`config.mk`:
```
export PLATFORM = sky130hd
export DESIGN_NAME = turfio_hsk_top
export DESIGN_NICKNAME = d
export VERILOG_FILES = /design/src/design/turfio_hsk_pkg.sv /design/src/design/turfio_hsk_top.sv /design/src/design/hskbus_frame_counter.sv /design/src/design/hsk_uart_router.sv /design/src/design/surf_uart_retimer.sv
export VERILOG_INCLUDE_DIRS = /design/src /design/src/design
export SDC_FILE = /design/constraint.sdc
export NUM_CORES = 1
export LEC_CHECK = 0
export ABC_AREA = 1
export BUFFER_PORTS_ARGS = -buffer_cell sky130_fd_sc_hd__buf_2
export CAP_MARGIN = 20
export CORE_MARGIN = 4
export CORE_UTILIZATION = 55
export CTS_CLUSTER_SIZE = 10
export DETAILED_ROUTE_END_ITERATION = 8
export PLACE_DENSITY = 0.83
export SYNTH_ARGS = -nofsm -noshare
export SYNTH_HDL_FRONTEND = slang
export SYNTH_HIERARCHICAL = 1
export SYNTH_SLANG_ARGS = --single-unit
```
`constraint.sdc`:
```
create_clock -name init_clk -period 1.65 [get_ports init_clk]
set_input_delay 0.495 -clock init_clk [delete_from_list [all_inputs] [get_ports init_clk]]
set_output_delay 0.495 -clock init_clk [all_outputs]
set_load 0.02 [all_outputs]
```
`src/design/turfio_hsk_defines.svh`:
```
`ifndef HSK_DEFINES_SVH
`define HSK_DEFINES_SVH

////////////////////
// Housekeeping UART timing
////////////////////

// init_clk cycles per UART bit
`define HSK_BAUD_PERIOD 160

// Start edge to first sample, in init_clk cycles
// Late in the bit so the slow open-drain rise has settled
`define HSK_SAMPLE_POINT 120

////////////////////
// Frame format
////////////////////

// Start bit, 8 data bits, stop bit
`define HSK_FRAME_BITS 10

// Width of the received frame count
`define HSK_CNT_W 8

`endif
```
`src/design/turfio_hsk_pkg.sv`:
```
package turfio_hsk_pkg;

    ////////////////////
    // Enumerations
    ////////////////////

    // Where the crate housekeeping bus is attached
    typedef enum logic [1:0] {
        // Crate talks to the TURF UART
        ROUTE_TURF  = 2'b00,
        // Crate talks to the debug UART
        ROUTE_LOCAL = 2'b01,
        // Crate sees idle, return still goes to TURF
        ROUTE_OFF   = 2'b10
    } route_mode_e;

    // Frame tracker state for the retimer and the counter
    typedef enum logic {
        BIT_IDLE  = 1'b0,
        BIT_FRAME = 1'b1
    } bit_state_e;

    ////////////////////
    // Line bundles
    ////////////////////

    // Host side UART lines, all idle high
    typedef struct packed {
        logic dbg_rx;
        logic dbg_tx;
        logic turf_rx;
        logic turf_tx;
    } host_uart_t;

    // Crate side lines
    typedef struct packed {
        // Toward the SURFs
        logic to_crate;
        // Retimed return from the SURFs
        logic from_crate;
    } crate_uart_t;

endpackage

```
`src/design/turfio_hsk_top.sv`:
```
`timescale 1ns/1ps
`include "turfio_hsk_defines.svh"

module turfio_hsk_top (
    input  logic                       init_clk,
    input  logic                       rst_n_i,
    // Only dbg_rx and turf_rx are used
    input  turfio_hsk_pkg::host_uart_t host_rx_i,
    input  logic                       tctrl_b_i,
    input  logic                       hsk_local_i,
    input  logic                       crate_enable_i,
    // Open-drain return from the SURFs
    input  logic                       surf_tx_i,
    // Only dbg_tx and turf_tx carry data
    output turfio_hsk_pkg::host_uart_t host_tx_o,
    output logic                       surf_rx_o,
    output logic [`HSK_CNT_W-1:0]      hskbus_rx_frames_o
);

    // Retimer to router
    logic                        retimed;
    // Router to crate and counter
    turfio_hsk_pkg::crate_uart_t crate;

    ////////////////////
    // Return line cleanup
    ////////////////////

    surf_uart_retimer u_retimer (
        .init_clk       (init_clk),
        .rst_n_i        (rst_n_i),
        .crate_enable_i (crate_enable_i),
        .surf_tx_i      (surf_tx_i),
        .retimed_o      (retimed)
    );

    ////////////////////
    // Routing
    ////////////////////

    hsk_uart_router u_router (
        .host_rx_i      (host_rx_i),
        .tctrl_b_i      (tctrl_b_i),
        .hsk_local_i    (hsk_local_i),
        .crate_enable_i (crate_enable_i),
        .retimed_i      (retimed),
        .host_tx_o      (host_tx_o),
        .crate_o        (crate)
    );

    assign surf_rx_o = crate.to_crate;

    // Frames seen coming back from the crate
    hskbus_frame_counter u_frame_cnt (
        .init_clk (init_clk),
        .rst_n_i  (rst_n_i),
        .crate_i  (crate),
        .frames_o (hskbus_rx_frames_o)
    );

endmodule

```
`src/design/hskbus_frame_counter.sv`:
```
`timescale 1ns/1ps
`include "turfio_hsk_defines.svh"

module hskbus_frame_counter (
    input  logic                        init_clk,
    input  logic                        rst_n_i,
    input  turfio_hsk_pkg::crate_uart_t crate_i,
    output logic [`HSK_CNT_W-1:0]       frames_o
);

    localparam int cyc_w = $clog2(`HSK_BAUD_PERIOD);
    localparam int bit_w = $clog2(`HSK_FRAME_BITS);

    // Return line is already clean and synchronous
    logic                       rx_line;
    logic                       line_q;
    logic                       fall_edge;
    // Frame tracker
    turfio_hsk_pkg::bit_state_e state_q;
    logic [cyc_w-1:0]           cyc_cnt_q;
    logic [bit_w-1:0]           bit_cnt_q;
    logic                       sample_pt;
    logic                       last_bit;
    // Received frame count
    logic [`HSK_CNT_W-1:0]      frames_q;

    assign rx_line = crate_i.from_crate;

    ////////////////////
    // Start detect
    ////////////////////

    always_ff @(posedge init_clk or negedge rst_n_i) begin
        if (!rst_n_i) begin
            line_q <= 1'b1;
        end else begin
            line_q <= rx_line;
        end
    end

    assign fall_edge = line_q & ~rx_line;

    ////////////////////
    // Frame tracker
    ////////////////////

    assign sample_pt = (state_q == turfio_hsk_pkg::BIT_FRAME) && (cyc_cnt_q == '0);
    // Stop bit is the last sample
    assign last_bit  = (bit_cnt_q == bit_w'(`HSK_FRAME_BITS - 1));

    always_ff @(posedge init_clk or negedge rst_n_i) begin
        if (!rst_n_i) begin
            state_q   <= turfio_hsk_pkg::BIT_IDLE;
            cyc_cnt_q <= '0;
            bit_cnt_q <= '0;
            frames_q  <= '0;
        end else if (state_q == turfio_hsk_pkg::BIT_IDLE) begin
            bit_cnt_q <= '0;
            if (fall_edge) begin
                state_q   <= turfio_hsk_pkg::BIT_FRAME;
                cyc_cnt_q <= cyc_w'(`HSK_SAMPLE_POINT - 1);
            end
        end else begin
            if (sample_pt) begin
                cyc_cnt_q <= cyc_w'(`HSK_BAUD_PERIOD - 1);
                bit_cnt_q <= bit_cnt_q + 1'b1;
                if (last_bit) begin
                    state_q <= turfio_hsk_pkg::BIT_IDLE;
                    // Framing error, not counted
                    if (rx_line) begin
                        frames_q <= frames_q + 1'b1;
                    end
                end
            end else begin
                cyc_cnt_q <= cyc_cnt_q - 1'b1;
            end
        end
    end

    // Wraps at 2**HSK_CNT_W
    assign frames_o = frames_q;

    // At most one frame per cycle, wrap included
    a_count_step: assert property (
        @(posedge init_clk) disable iff (!rst_n_i)
        (frames_q == $past(frames_q)) || (frames_q == $past(frames_q) + 1'b1)
    ) else $error("frame count jumped by more than one");

endmodule

```
`src/design/hsk_uart_router.sv`:
```
`timescale 1ns/1ps

module hsk_uart_router (
    input  turfio_hsk_pkg::host_uart_t  host_rx_i,
    input  logic                        tctrl_b_i,
    input  logic                        hsk_local_i,
    input  logic                        crate_enable_i,
    input  logic                        retimed_i,
    output turfio_hsk_pkg::host_uart_t  host_tx_o,
    output turfio_hsk_pkg::crate_uart_t crate_o
);

    turfio_hsk_pkg::route_mode_e route_mode;
    // Line toward the crate before gating
    logic                        to_crate_raw;
    // Gated return line
    logic                        from_crate;

    ////////////////////
    // Mode decode
    ////////////////////

    // Local override beats the TURF control strobe
    always_comb begin
        if (hsk_local_i) begin
            route_mode = turfio_hsk_pkg::ROUTE_LOCAL;
        end else if (!tctrl_b_i) begin
            route_mode = turfio_hsk_pkg::ROUTE_TURF;
        end else begin
            route_mode = turfio_hsk_pkg::ROUTE_OFF;
        end
        a_mode_legal: assert (route_mode inside {turfio_hsk_pkg::ROUTE_TURF,
                                                 turfio_hsk_pkg::ROUTE_LOCAL,
                                                 turfio_hsk_pkg::ROUTE_OFF})
            else $error("illegal route mode %0d", route_mode);
    end

    ////////////////////
    // Routing table
    ////////////////////

    // Disabled crate returns idle
    assign from_crate = crate_enable_i ? retimed_i : 1'b1;

    always_comb begin
        // Unused lines idle high, rx fields included
        host_tx_o    = '1;
        to_crate_raw = 1'b1;
        case (route_mode)
            turfio_hsk_pkg::ROUTE_LOCAL: begin
                to_crate_raw     = host_rx_i.dbg_rx;
                host_tx_o.dbg_tx = from_crate;
            end
            turfio_hsk_pkg::ROUTE_TURF: begin
                to_crate_raw      = host_rx_i.turf_rx;
                host_tx_o.turf_tx = from_crate;
            end
            turfio_hsk_pkg::ROUTE_OFF: begin
                // Nothing sent out, TURF can still listen
                host_tx_o.turf_tx = from_crate;
            end
            default: begin
                to_crate_raw = 1'b1;
            end
        endcase
    end

    // Crate gating on the outbound side
    assign crate_o.to_crate   = crate_enable_i ? to_crate_raw : 1'b1;
    assign crate_o.from_crate = from_crate;

endmodule

```
`src/design/surf_uart_retimer.sv`:
```
`timescale 1ns/1ps
`include "turfio_hsk_defines.svh"

module surf_uart_retimer (
    input  logic init_clk,
    input  logic rst_n_i,
    input  logic crate_enable_i,
    input  logic surf_tx_i,
    output logic retimed_o
);

    localparam int cyc_w = $clog2(`HSK_BAUD_PERIOD);
    localparam int bit_w = $clog2(`HSK_FRAME_BITS);

    // Synchroniser stages and edge history
    logic [1:0]                 sync_q;
    logic                       line_q;
    logic                       fall_edge;
    // Frame tracker
    turfio_hsk_pkg::bit_state_e state_q;
    logic [cyc_w-1:0]           cyc_cnt_q;
    logic [bit_w-1:0]           bit_cnt_q;
    logic                       sample_pt;
    logic                       last_bit;
    // Regenerated line
    logic                       retimed_q;

    ////////////////////
    // Input synchroniser
    ////////////////////

    // SURF line is open drain and asynchronous to init_clk
    always_ff @(posedge init_clk or negedge rst_n_i) begin
        if (!rst_n_i) begin
            sync_q <= 2'b11;
            line_q <= 1'b1;
        end else begin
            sync_q <= {sync_q[0], surf_tx_i};
            line_q <= sync_q[1];
        end
    end

    // High to low on the synchronised line
    assign fall_edge = line_q & ~sync_q[1];

    ////////////////////
    // Frame tracker
    ////////////////////

    assign sample_pt = (state_q == turfio_hsk_pkg::BIT_FRAME) && (cyc_cnt_q == '0);
    assign last_bit  = (bit_cnt_q == bit_w'(`HSK_FRAME_BITS - 1));

    always_ff @(posedge init_clk or negedge rst_n_i) begin
        if (!rst_n_i) begin
            state_q   <= turfio_hsk_pkg::BIT_IDLE;
            cyc_cnt_q <= '0;
            bit_cnt_q <= '0;
            retimed_q <= 1'b1;
        end else if (!crate_enable_i) begin
            // Crate off, park in idle
            state_q   <= turfio_hsk_pkg::BIT_IDLE;
            cyc_cnt_q <= '0;
            bit_cnt_q <= '0;
            retimed_q <= 1'b1;
        end else if (state_q == turfio_hsk_pkg::BIT_IDLE) begin
            retimed_q <= 1'b1;
            bit_cnt_q <= '0;
            if (fall_edge) begin
                // First sample lands inside the start bit
                state_q   <= turfio_hsk_pkg::BIT_FRAME;
                cyc_cnt_q <= cyc_w'(`HSK_SAMPLE_POINT - 1);
            end
        end else begin
            if (sample_pt) begin
                // Regenerate the bit from this sample
                retimed_q <= sync_q[1];
                cyc_cnt_q <= cyc_w'(`HSK_BAUD_PERIOD - 1);
                bit_cnt_q <= bit_cnt_q + 1'b1;
                if (last_bit) begin
                    state_q <= turfio_hsk_pkg::BIT_IDLE;
                end
            end else begin
                cyc_cnt_q <= cyc_cnt_q - 1'b1;
            end
        end
    end

    assign retimed_o = retimed_q;

    // Output edges sit on sample points, or come from dropping back to idle
    a_retime_on_sample: assert property (
        @(posedge init_clk) disable iff (!rst_n_i)
        !$stable(retimed_q) |->
            $past(sample_pt) || ($past(state_q) == turfio_hsk_pkg::BIT_IDLE) ||
            !$past(crate_enable_i)
    ) else $error("retimed_o moved outside a sample point");

endmodule

```
==> results of run 1 <==
-- through the flow --
stage / util [%] / std cells
final: 65.6 / 378
after CTS: 65.1 / 377
after global routing: 65.6 / 378
after floorplan: - / 302
after detailed placement: 61.6 / 369
after global placement: 61.6 / 369
-- cells in the final DEF (no fill, tap or decap), types with 2 or more instances in the layout --
| master | instances |
|---|---|
| nor3_1 | 2 |
| o21ai_0 | 20 |
| nor2_2 | 4 |
| buf_6 | 2 |
| nand2_1 | 82 |
| nor2_4 | 4 |
| ha_1 | 9 |
| buf_2 | 16 |
| nand2_2 | 3 |
| a21oi_1 | 6 |
| nor2_1 | 20 |
| inv_1 | 38 |
| dfstp_2 | 5 |
| clkbuf_8 | 5 |
| bufinv_16 | 2 |
| nand3b_1 | 2 |
| conb_1 | 2 |
| nand3_2 | 3 |
| xor2_1 | 5 |
| nand2_4 | 2 |
| nand3_1 | 36 |
| dfrtp_1 | 34 |
| buf_4 | 4 |
| inv_2 | 5 |
| nand4_1 | 5 |
-- cell families after synthesis --
| kind of cell | count (synthesis) | share of synthesized area [%] |
|---|---|---|
| AOI/OAI and AO/OA | 32 | 7.58 |
| xor gates and xnor gates | 6 | 2.24 |
| adders and majority gates | 9 | 4.80 |
| other | 1 | 0.160 |
| DFF | 39 | 41.9 |
| and+or+nand+nor | 166 | 34.5 |
| buffers and inverters | 48 | 8.80 |
-- registers in the layout, summed over array words and instances (netlist names) --
name	cells
u_frame_cnt/bit_cnt_q	4
u_frame_cnt/cyc_cnt_q	8
u_frame_cnt/frames_o	8
u_frame_cnt/line_q	1
u_frame_cnt/state_q	1
u_retimer/bit_cnt_q	4
u_retimer/cyc_cnt_q	8
u_retimer/line_q	1
u_retimer/retimed_o	1
u_retimer/state_q	1
u_retimer/sync_q	2
-- final cells by class --
cell class / instances / area share, %
Clock buffer: 6 / 2.73
Clock inverter: 2 / 2.26
Inverter: 43 / 6.06
Multi-Input combinational cell: 215 / 44.0
Sequential cell: 39 / 36.9
Tap cell: 50 / 2.35
Timing Repair Buffer: 23 / 5.74
-- worst register-to-register path, stage by stage (launching register included) --
cell and delay [ns]:
dfrtp_1 0.43, inv_1 0.07, ha_1 0.13, inv_1 0.03, nor2_1 0.07, nand2_1 0.16
inv_1 0.14, nand4_4 0.16, nand2_1 0.10, nand2_1 0.05
-- report_power, final --
group | switching (mW) | internal [mW]
combinational | 0.395 | 0.213
clock | 0.345 | 0.604
sequential | 0.109 | 1.07
total | 0.849 | 1.88
-- timing repair --
action / CTS / global route
buffers inserted: 0 / 1
resized for setup: 3 / 4
gates cloned: 0 / 0
setup endpoints to repair: 1 / 10
pin swaps: 0 / 1
-- worst min path at each step --
stage                                   from                                   end  slack (ns)  depth (start not counted)
3_5_place_dp   u_retimer/sync_q[0]$_DFF_PN1_         u_retimer/sync_q[1]$_DFF_PN1_        0.35                          0
6_report                             rst_n_i  u_frame_cnt/cyc_cnt_q[4]$_DFFE_PN0P_        0.08                          1
3_3_place_gp   u_retimer/sync_q[0]$_DFF_PN1_         u_retimer/sync_q[1]$_DFF_PN1_        0.35                          0
5_1_grt                              rst_n_i  u_frame_cnt/cyc_cnt_q[4]$_DFFE_PN0P_         0.1                          1
2_1_floorplan                        rst_n_i  u_frame_cnt/bit_cnt_q[0]$_DFFE_PN0P_        0.20                          0
4_1_cts                              rst_n_i  u_frame_cnt/cyc_cnt_q[4]$_DFFE_PN0P_        0.09                          1
-- per-layer routing --
metal / track usage [%] / part of all wire, % / routed length [µm] / up-vias
li1: - / - / - / 1009
met1: 24.5 / 44 / 2040 / 944
met2: 33.9 / 50 / 2300 / 36
met3: 4.51 / 4.4 / 202 / 7
met4: 7.24 / 1.4 / 63 / 0
met5: 0 / 0 / 0 / -
==> results.rst, run 1 <==
.. list-table::
   :header-rows: 1

   * - Metric
     - Value
   * - TritonCTS clock tree
     - done
   * - Multi-input logic area
     - 0.00117 mm²
   * - Worst Path Max Fanout
     - 3
   * - Endpoint required time on the critical path
     - 1.15 ns
   * - Storage element area
     - 982 µm²
   * - CP Cell Sequence
     - inv_2, nand3_2, buf_6
   * - Register-to-register path setup slack
     - 0.20 ns
   * - HPWL reported at the end of detailed placement
     - 3340 µm
   * - Cell type group with the largest total delay on the critical path
     - flip-flops
   * - Worst supply voltage drop on vdd
     - 0.572 mV
   * - Capturing element type of the critical path
     - output port
   * - Worst-case clock buffer depth
     - 2
   * - Detail-routed via count per cell
     - 5.28
   * - Total gr overflow
     - 0
   * - Detailed-route wire length per cell
     - 12.2 µm
   * - Synthesized area per cell
     - 7.79 µm²
   * - Number of synthesis warnings
     - 6
   * - Total number of H-tree levels
     - 2
   * - Count of max-cap constraint violations
     - 0
   * - # setup viols final
     - 0
   * - Setup repair after global routing missed its margin
     - false
   * - Cell Rows
     - 23
   * - Placed instance area
     - 0.00250 mm²
   * - Sink Count
     - 39
   * - Final routed wirelength across all metal layers
     - 4600 µm
   * - Seq cells post-synth
     - 39
   * - Vertical die dimension
     - 73.3 µm
   * - Clk_lat worst skew
     - 0.30 ns
   * - Finished layout cell area
     - 0.00266 mm²
   * - Overall routing resource usage
     - 19.8%
   * - Cell variety after synth
     - 32
   * - Die width
     - 73.3 µm
   * - Most used standard cells in the synthesized netlist
     - 82 x nand2_1, 39 x inv_1, 38 x nand3_1, 34 x dfrtp_1
   * - Setup WS pre-CTS
     - 0.0907 ns
   * - Detail Route Antenna Nets
     - 0
   * - Endpoint of the worst setup timing path
     - host_tx_o[0]
   * - Placeable Area
     - 0.00406 mm²
   * - Detailed-routing iteration count for the pre-antenna-repair pass
     - 4
   * - Area growth syn-to-layout
     - 13.5%
   * - Share of synthesized registers carrying an async set or reset
     - 100%
   * - Most frequent cell after synthesis
     - nand2_1
   * - Primary FF master, synth
     - dfrtp_1
   * - Result of the run
     - finished, final reports clean
   * - Vias after detailed routing
     - 1996
   * - Post-route minimum period
     - 1.58 ns
   * - NumNets Final
     - 346
   * - Start of the worst register-to-register path
     - u_frame_cnt/bit_cnt_q[1]$_DFFE_PN0P_
   * - Largest stage delay on the critical path
     - 0.54 ns
   * - Post-CTS Hold Fix Bufs
     - 0
   * - Mapped Cells
     - 301
   * - Start-to-end type of the worst setup path
     - flip-flop to output port
   * - Number of buffers added by the clock tree synthesis step
     - 5
   * - Kind of launch point of the worst setup path
     - flip-flop
   * - Final number of hold-violating endpoints
     - 0
   * - Reg2Reg Capture Point
     - u_frame_cnt/frames_o[0]$_DFFE_PN0P_
   * - Post-route total power
     - 2.73 mW
   * - Largest cells by area after synthesis
     - dfrtp_1 36%, nand2_1 13%, nand3_1 8.1%
   * - Max Fclk
     - 0.633 GHz
   * - Wire length of the first global-routing pass
     - 8270 µm
   * - Worst slack on hold paths
     - 0.0786 ns
   * - 1st-iter DRT viols
     - 100
   * - Final-report max-slew violation count
     - 0
   * - Area enclosed by the die boundary
     - 0.00537 mm²
   * - Launching element of the worst setup path
     - u_retimer/retimed_o$_DFFE_PN1P_
   * - I/O Buffers
     - 18
   * - Worst Reg-to-Reg Cells
     - 9
   * - Final Cycle Share
     - 95.8%
   * - Initial antenna violation count
     - 0
   * - Final WS setup
     - 0.0692 ns
   * - Clock-pin slew on the worst setup and hold paths
     - 0.08 ns
   * - CTS root buf
     - clkbuf_8
   * - Yosys top cell by area
     - dfrtp_1
   * - Synth Cell Area
     - 0.00234 mm²
   * - Portion of synthesized cell area occupied by the leading cell type
     - 36.3%
   * - Signal arrival time at the worst endpoint
     - 1.09 ns
   * - Fillers
     - 323
   * - Cell with the largest stage delay on the worst path
     - dfstp_2
   * - Routability-driven placement congestion ratio
     - 0.822
   * - Skew final
     - 0.00849 ns
   * - Initial Utilization
     - 57.8%
   * - Pin count of the biggest net entering global routing
     - 18
   * - Post-synthesis sequential area ratio
     - 41.9%
   * - Buf+Inv Stages, Crit Path
     - 2
   * - Antenna diode count
     - 0
   * - Power density over the cells
     - 1030 mW/mm²
   * - Vias in the first global route
     - 1915
   * - DRC viols
     - 0
   * - Number of synthesized flops with an enable pin
     - 0
   * - Boundary Pins
     - 23
   * - Sum Neg Setup Slack
     - 0 ns
   * - Number of logic stages on the critical path including buffering
     - 3
   * - Standby leakage power
     - 1.41 nW
   * - Type of the most critical hold path
     - input port to async pin
   * - Layout cell share with drive strength beyond 1
     - 18.6%
(Power assumes the default switching activity.)
==> run 2, diff against run 1 <==
- CELL_PAD_IN_SITES_DETAIL_PLACEMENT: not set -> 0
- CELL_PAD_IN_SITES_GLOBAL_PLACEMENT: not set -> 1
- CORE_UTILIZATION: 55 -> 44
- PLACE_DENSITY: 0.83 -> 0.88
==> run 2 against run 1 <==
Fmax fell by 1.9%; sequential share of layout area fell by 0.21 points; count of clock-buffer cells in the layout fell by 1; critical path depth did not move; sequential power barely moved; clock power rose by 1%; cell count rose by 5.3%; largest cell class unchanged; register-to-register slack got worse by 0.05 ns; non-clock buffer count did not move; first-iteration DRC count fell by 37%; die area rose by 22%.
==> results.rst, run 2 (synthesis results as in run 1) <==
.. list-table::
   :header-rows: 1

   * - Metric
     - Value
   * - Result of the run
     - finished, final reports clean (unchanged)
   * - Finished Core Util
     - 52.1% (was 65.6%)
   * - Final-report max-slew violation count
     - 0 (unchanged)
   * - Layout cell share with drive strength beyond 1
     - 18.0% (was 18.6%)
   * - Clk_lat worst skew
     - 0.29 ns (was 0.30 ns)
   * - NumNets Final
     - 346 (unchanged)
   * - Area growth syn-to-layout
     - 14.1% (was 13.5%)
   * - Kind of launch point of the worst setup path
     - flip-flop (unchanged)
   * - Final Cycle Share
     - 97.7% (was 95.8%)
   * - Detailed-route wire length per cell
     - 11.5 µm (was 12.2 µm)
   * - Detail-routed via count per cell
     - 4.75 (was 5.28)
   * - Start-to-end type of the worst setup path
     - flip-flop to output port (unchanged)
   * - Wire length of the first global-routing pass
     - 8530 µm (was 8270 µm)
   * - Count of max-cap constraint violations
     - 0 (unchanged)
   * - Detail Route Antenna Nets
     - 0 (unchanged)
   * - Number of placed cells counting well taps
     - 390 (was 369)
   * - Sink Count
     - 39 (unchanged)
   * - Skew final
     - 0.00431 ns (was 0.00849 ns)
   * - Largest stage delay on the critical path
     - 0.54 ns (about the same)
   * - Routability-driven placement congestion ratio
     - 0.810 (was 0.822)
   * - Worst Path Max Fanout
     - 3 (unchanged)
   * - Pin count of the biggest net entering global routing
     - 33 (was 18)
   * - Setup WS pre-CTS
     - 0.122 ns (was 0.0907 ns)
   * - Worst-case clock buffer depth
     - 2 (unchanged)
   * - Clock-pin slew on the worst setup and hold paths
     - 0.08 ns (about the same)
   * - HPWL reported at the end of detailed placement
     - 3340 µm (about the same)
   * - Placeable Area
     - 0.00514 mm² (was 0.00406 mm²)
   * - Fillers
     - 527 (was 323)
   * - Total number of H-tree levels
     - 2 (unchanged)
   * - Setup repair after global routing missed its margin
     - true (was false)
   * - CP Cell Sequence
     - inv_1, nand3_1, buf_4 (was inv_2, nand3_2, buf_6)
   * - Final cell count without fillers
     - 398 (was 378)
   * - Vertical die dimension
     - 81 µm (was 73.3 µm)
   * - TritonCTS clock tree
     - done (unchanged)
   * - I/O Buffers
     - 18 (unchanged)
   * - Worst supply voltage drop on vdd
     - 0.598 mV (was 0.572 mV)
   * - Power density over the cells
     - 1030 mW/mm² (about the same)
   * - Worst slack on hold paths
     - 0.0433 ns (was 0.0786 ns)
   * - Standby leakage power
     - 1.41 nW (about the same)
   * - Total gr overflow
     - 0 (unchanged)
   * - Sum Neg Setup Slack
     - 0 ns (unchanged)
   * - Boundary Pins
     - 23 (unchanged)
   * - Initial antenna violation count
     - 0 (unchanged)
   * - Capturing element type of the critical path
     - output port (unchanged)
   * - DRC viols
     - 0 (unchanged)
   * - CTS root buf
     - clkbuf_8 (unchanged)
   * - Endpoint required time on the critical path
     - 1.15 ns (about the same)
   * - Detailed-routing iteration count for the pre-antenna-repair pass
     - 4 (unchanged)
   * - Die width
     - 81 µm (was 73.3 µm)
   * - Max Fclk
     - 0.621 GHz (was 0.633 GHz)
   * - Vias in the first global route
     - 1922 (was 1915)
   * - Area enclosed by the die boundary
     - 0.00656 mm² (was 0.00537 mm²)
   * - Signal arrival time at the worst endpoint
     - 1.12 ns (was 1.09 ns)
   * - Type of the most critical hold path
     - input port to async pin (unchanged)
   * - Number of buffers added by the clock tree synthesis step
     - 5 (unchanged)
   * - 1st-iter DRT viols
     - 63 (was 100)
   * - Overall routing resource usage
     - 16.6% (was 19.8%)
   * - Most common cell after layout, fill and taps aside
     - nand2_1 (unchanged)
   * - Vias after detailed routing
     - 1892 (was 1996)
   * - Antenna diode count
     - 0 (unchanged)
   * - Final number of hold-violating endpoints
     - 0 (unchanged)
   * - Final WS setup
     - 0.0385 ns (was 0.0692 ns)
   * - Post-CTS repair timing setup buffer count
     - 0 (unchanged)
   * - Initial Utilization
     - 45.6% (was 57.8%)
   * - Cell Rows
     - 26 (was 23)
   * - # setup viols final
     - 0 (unchanged)
   * - Post-route minimum period
     - 1.61 ns (was 1.58 ns)
   * - Commonest non-fill, non-tap cells in the layout
     - 82 x nand2_1, 39 x inv_1, 38 x nand3_1, 34 x dfrtp_1 (was 82 x nand2_1, 38 x inv_1, 36 x nand3_1, 34 x dfrtp_1)
   * - Cell with the largest stage delay on the worst path
     - dfstp_2 (unchanged)
   * - Final routed wirelength across all metal layers
     - 4600 µm (about the same)
[run 2: changes by cell type in the layout (fill, tap and decap cells not counted), sizes merged]
cell	before	now
clkbuf	6	5
clkinvlp	0	1
[run 2: cell type report]
type	count	area, µm²	area share, %
Clock buffer	5	68.8	2.57
Clock inverter	3	67.6	2.52
Multi-Input combinational cell	215	1160	43.3
Sequential cell	39	982	36.7
Tap cell	70	87.6	3.27
Inverter	43	161	6.03
Timing Repair Buffer	23	149	5.56
[run 2: worst max-delay path: cells and delay by family (launching register included)]
family,cells,cell delay (ns)
buffers and inverters,2,0.20
DFF,1,0.54
and+or+nand+nor,1,0.09
[run 2: path summary, 6_finish.rpt]
kind / cells after the start / slack (ns) / startpoint / endpoint
min in group init_clk: 1 / 0.29 / surf_tx_i / u_retimer/sync_q[0]$_DFF_PN1_
worst min register to register: 0 / 0.36 / u_retimer/sync_q[0]$_DFF_PN1_ / u_retimer/sync_q[1]$_DFF_PN1_
worst max register to register: 7 / 0.15 / u_frame_cnt/cyc_cnt_q[0]$_DFFE_PN0P_ / u_frame_cnt/frames_o[7]$_DFFE_PN0P_
worst max-delay path: 3 / 0.04 / u_retimer/retimed_o$_DFFE_PN1P_ / host_tx_o[0]
worst min-delay path: 1 / 0.04 / rst_n_i / u_frame_cnt/cyc_cnt_q[4]$_DFFE_PN0P_
max in group asynchronous: 2 / 1.11 / rst_n_i / u_retimer/retimed_o$_DFFE_PN1P_
[run 2: power by group]
part	internal [mW]	switching, mW
registers	1.07	0.108
logic	0.214	0.396
clock network	0.603	0.357
[run 2: timing repair]
item                                    CTS  global route
hold buffers                              0             0
resized for setup                         0             3
endpoints found under the setup margin    0             2
endpoints found under the hold margin     0             0
[run 2: through the flow]
stage	power, mW	instance area [µm²]
after floorplan	1.66	2350
after global placement	1.79	2530
after detailed placement	1.81	2530
after CTS	2.79	2670
after global routing	2.94	2680
final	2.74	2680
[run 2: metal layers]
layer | part of all wire (%) | global-route usage, % | vias up
li1 | - | - | 1002
met4 | 1.4 | 5.24 | 0
met3 | 3.3 | 3.66 | 8
met5 | 0 | 0 | -
met1 | 51 | 22.4 | 855
met2 | 44 | 26.4 | 27
